File: src/include/i2c_master_consts.svh
// Bus timing, timeout and width constants of the I2C master, included wherever they are needed
`ifndef I2C_MASTER_CONSTS_SVH
`define I2C_MASTER_CONSTS_SVH

// Hold time of SDAT low with SCLK high that forms the start condition
`define I2C_START_DURATION 8'h25

// Low phase before data changes, also the minimum the synchronizers need
`define I2C_DATA_SETUP_DELAY 8'h05

// Data valid time before SCLK is released
`define I2C_DATA_HOLD_DELAY 8'h42

// Length of the SCLK high phase
`define I2C_SCLK_HIGH_DURATION 8'h20

// Bus free time after a stop condition
`define I2C_STOP_DURATION 8'h70

// Cycles after which a clock held low counts as a fault
`define I2C_TIMEOUT 8'hBF

`define I2C_DELAY_WIDTH 8
`define I2C_BYTE_WIDTH 8
`define I2C_BIT_IDX_WIDTH 3
`define I2C_ACK_COUNT_WIDTH 32

`endif

File: src/rtl/i2c_master_pkg.sv
// Shared types of the I2C master; modules import it with a wildcard import in their header
`include "i2c_master_consts.svh"

package i2c_master_pkg;

    // Bus phases of the bit sequencer
    typedef enum {
        PH_IDLE,
        PH_START,
        PH_WR_SETUP,
        PH_WR_SET,
        PH_WR_HOLD,
        PH_ACK_SETUP,
        PH_ACK_SET,
        PH_ACK_HOLD,
        PH_RD_SET,
        PH_RD_HOLD,
        PH_MACK_SETUP,
        PH_MACK_SET,
        PH_MACK_HOLD,
        PH_STOP_SETUP,
        PH_STOP_SET,
        PH_STOP_DELAY,
        PH_STOP,
        PH_ERROR
    } i2c_phase_t;

    typedef logic [`I2C_DELAY_WIDTH-1:0] delay_t;

    typedef logic [`I2C_BYTE_WIDTH-1:0] byte_t;

    typedef logic [`I2C_ACK_COUNT_WIDTH-1:0] ack_count_t;

endpackage

File: src/rtl/i2c_phase_timer.sv
// Phase timer and SCLK watchdog of the I2C master, both restarted by the sequencer on a phase change
`include "i2c_master_consts.svh"

module i2c_phase_timer
    import i2c_master_pkg::*;
(
    input  logic   clock_i,
    input  logic   reset_n_i,
    input  logic   start_i,
    input  delay_t delay_i,
    output logic   expired_o,
    output logic   timeout_o
);

    delay_t phase_cnt;
    logic   phase_run;
    delay_t wd_cnt;
    logic   wd_armed;

    // Phase counter runs down once and then stops, so expired_o is one cycle wide
    always_ff @(posedge clock_i or negedge reset_n_i) begin
        if (!reset_n_i) begin
            phase_cnt <= '0;
            phase_run <= 1'b0;
        end else if (start_i) begin
            phase_cnt <= delay_i;
            phase_run <= 1'b1;
        end else if (phase_run) begin
            if (phase_cnt == '0) begin
                phase_run <= 1'b0;
            end else begin
                phase_cnt <= phase_cnt - 1'b1;
            end
        end
    end

    // Watchdog saturates at zero and keeps timeout_o high until the next start
    always_ff @(posedge clock_i or negedge reset_n_i) begin
        if (!reset_n_i) begin
            wd_cnt   <= '0;
            wd_armed <= 1'b0;
        end else if (start_i) begin
            wd_cnt   <= delay_t'(`I2C_TIMEOUT);
            wd_armed <= 1'b1;
        end else if (wd_cnt != '0) begin
            wd_cnt <= wd_cnt - 1'b1;
        end
    end

    assign expired_o = phase_run & (phase_cnt == '0);
    assign timeout_o = wd_armed & (wd_cnt == '0);

endmodule

File: config.mk
export PLATFORM = sky130hd
export DESIGN_NAME = i2c_phase_timer
export DESIGN_NICKNAME = d
export VERILOG_FILES = /design/src/rtl/i2c_master_pkg.sv /design/src/rtl/i2c_phase_timer.sv
export VERILOG_INCLUDE_DIRS = /design/src /design/src/include
export SDC_FILE = /design/constraint.sdc
export NUM_CORES = 1
export LEC_CHECK = 0
export BUFFER_PORTS_ARGS = -buffer_cell sky130_fd_sc_hd__buf_2
export CORE_ASPECT_RATIO = 0.9
export CORE_UTILIZATION = 56
export DETAILED_ROUTE_END_ITERATION = 8
export PLACE_DENSITY = 0.79
export SETUP_SLACK_MARGIN = 0.02
export SLEW_MARGIN = 40
export SYNTH_ARGS = -nofsm -noshare
export SYNTH_HDL_FRONTEND = slang
export SYNTH_SLANG_ARGS = --single-unit
export TNS_END_PERCENT = 50
File: constraint.sdc
create_clock -name clock_i -period 2.31 [get_ports clock_i]
set_input_delay 0.1155 -clock clock_i [delete_from_list [all_inputs] [get_ports clock_i]]
set_output_delay 0.1155 -clock clock_i [all_outputs]
set_load 0.02 [all_outputs]
==> impl_results.md <==
* # IOs at 13
* TNS Setup at 0 ns
* Mapped Cells at between 100 and 150
* Die W at between 40 and 50 um
* Critical path type: flip-flop to primary output
* CP Data Required Time at ~2.2 ns
* Post-synth EDFFs at 0
* CTS tree: built
* Total power at between 0.6 and 0.7 mW
* CP Launch Type: flip-flop
* H-Tree Level Count at 1
* Root Driver: clkbuf_4
* Routed WL at 2370 um
* Worst slew pin tran at 0.416 ns
* Worst path max stage delay at 0.47 ns
* Cell with the most instances after synthesis: dfrtp_1
* GR Util All Layers at between 20 and 30%
* Final period util at 88.0%
* Clock Sinks at 18
* Layout Nets at ~140
* Peak supply drop at around 0.00037 V
* Highest Signal Layer: met4
* CP bufs+invs at 2
* Max FO, Critical Path at 7
* Syn nets at between 100 and 150
* Sequential area share after synthesis at approximately 42%
* CTS Buffer Depth at 2
* Cell taking the most area after synthesis: dfrtp_1
* Fmax at ~500 MHz
* Max-slew violation count at 0
* Core Area at around 1700 sq um
* RSZ-0062 raised after global routing: false
* Cell area power density at approximately 600 nW/um^2
* Outcome: complete, no violations
* Gpl congestion at 0.749
* Max Cap Viol at 0
* Syn. warnings at 0
* Clock skew at around 0.0056 ns
* Port-buffer cells at 12
* DR vias/cell at 6.37
* Worst-Skew Late Latency at about 0.30 ns
* Detail Route Antenna Nets at 0
* Post-route DRC at 0
* Area grow syn2layout at 9.73%
* Hold slack at 0.0174 ns
* Wl on met1 at 1100 um
* Setup crit end kind: primary output
* Via count at slightly above 900
* Vias in the first global route at between 800 and 900
* Slew headroom at about 72%
* FF+latch count, synth at 18
* Initial DRT Pass Iterations at 4
* Hold Vio Cnt, Final at 0
* Util after Layout at about two thirds
* CTS Buf Count at 3
* Async SR Flop Fraction at between 90% and 100%
* Row count at 14
* Post-CTS setup buffers at 0
* Syn_area_per_cell at around 9.6 sq um
* Crit-path cells: inv_1 -> ha_1 -> or3b_1 -> nor4_1 -> buf_2
* CTS clock-pin slew for the worst setup and hold paths at 0.11 ns
* Routed wl met2 at 1120 um
* Iter 0 DRT Violations at 30
* Post-Synthesis Cell Area at roughly 1100 sq um
* Dpl hpwl at approximately 1700 um
* Commonest cells post-synth: dfrtp_1, inv_1, nor2_1
* Synth top area share at a little over two fifths
* Routed len/inst at roughly 16 um
* Final setup viols at 0
* First-pass GRT wire length at ~3800 um
* Fin crit period at a little over 2 ns
* Crit-path slowest cell: or3b_1
* Worst min path class: input pin to flip-flop
* Arrival @ worst endpoint at 1.92 ns
* Met3 wire len at between 100 and 150 um
* N_diodes at 0
* Die Ht at 43.4 um
* Total grt overflow at 0
* Dominant cells by area after synthesis: dfrtp_1, ha_1, nor3b_1, a21oi_1, a221o_1
* Largest net degree at the start of global routing at 25
* Share of cells above drive strength 1 at 16.7%
* Initial Util at 61.5%
* Number of distinct library cells after synthesis at 36
* Ys flop type: dfrtp_1
* Leak at between 0.4 and 0.5 nW
* Family with the most delay on the worst path: simple AND/OR/NAND/NOR gates
* Die area at between 2000 and 2500 sq um
* Antenna violations before repair at 0
-- layer usage --
layer | vias up | GRT usage [%]
li1 | 441 | -
met1 | 439 | 40.5
met2 | 32 | 37.3
met3 | 5 | 3.75
met4 | 0 | 6.67
met5 | - | 0
-- report_power, final --
group          total [mW]  internal [mW]  switching (mW)
logic               0.117         0.0527          0.0647
registers           0.366          0.337          0.0291
clock network       0.204         0.0963           0.108
total               0.687          0.486           0.201
-- worst register-to-register path, delay by kind of cell, from the launching register on --
kind	cells	cell delay (ns)
AOI/OAI and AO/OA	2	0.58
and+or+nand+nor	1	0.47
buffers and inverters	1	0.10
adders and majority gates	1	0.18
DFF	1	0.45
-- area by class of cell --
type / count / area (sq um)
fill: 145 / 563
clock buffer: 4 / 36.3
sequential: 18 / 450
tap: 24 / 30.0
timing repair buffer: 13 / 70.1
multi-input combinational: 77 / 554
inverter: 8 / 30.0
-- worst paths after layout --
| check | from | to | slack [ns] | depth (start not counted) |
|---|---|---|---|---|
| max | phase_cnt[0] | expired_o | 0.28 | 5 |
| min | delay_i[6] | phase_cnt[6] | 0.02 | 3 |
| max reg2reg | phase_cnt[0] | phase_cnt[1] | 0.42 | 5 |
| min reg2reg | wd_armed | wd_armed | 0.50 | 1 |
| max in group asynchronous | reset_n_i | phase_cnt[2] | 1.77 | 2 |
| min in group asynchronous | reset_n_i | phase_cnt[3] | 0.25 | 2 |
-- stage by stage --
stage | setup slack (ns) | cells | instance area, sq um
floorplan | 0.468 | 111 | 1070
CTS | 0.200 | 144 | 1170
global route | 0.0931 | 144 | 1170
detailed placement | 0.356 | 139 | 1110
finish | 0.277 | 144 | 1170
global placement | 0.404 | 139 | 1110
-- flip-flops by register name, indices dropped and copies added, names as in the netlist --
| register | flops |
|---|---|
| phase_cnt | 8 |
| phase_run | 1 |
| wd_cnt | 8 |
| wd_armed | 1 |
-- cells by family after synthesis --
group | Yosys count | share of synthesized area [%]
and+or+nand+nor | 40 | 22.4
AOI/OAI and AO/OA | 31 | 22.2
DFF | 18 | 42.2
buffers and inverters | 16 | 6.80
adders and majority gates | 4 | 4.69
xor gates and xnor gates | 1 | 0.821
muxes | 1 | 0.938
-- cell usage in the layout, fill, tap and decap left out, types with 2 or more instances in the layout --
master,n
a2bb2oi_1,3
a21oi_1,6
nand2b_1,2
o311ai_0,3
nand3_1,3
nand4b_1,2
ha_1,4
nor3b_1,3
o311a_1,3
nor3b_2,2
o21ai_0,5
nand2_1,3
nor4_1,2
dfrtp_1,18
or3_1,3
inv_1,7
or4_1,2
o31ai_1,4
nor3_1,5
a221o_1,3
nor2_1,7
and2_1,2
buf_2,12
clkbuf_4,3
-- what timing repair did --
action / 4_1_cts / 5_1_grt
hold buffers: 1 / 0
gates resized for setup: 1 / 1
endpoints found under the setup margin: 1 / 1
endpoints found under the hold margin: 18 / 0
Power figures use the tool's default switching activity.
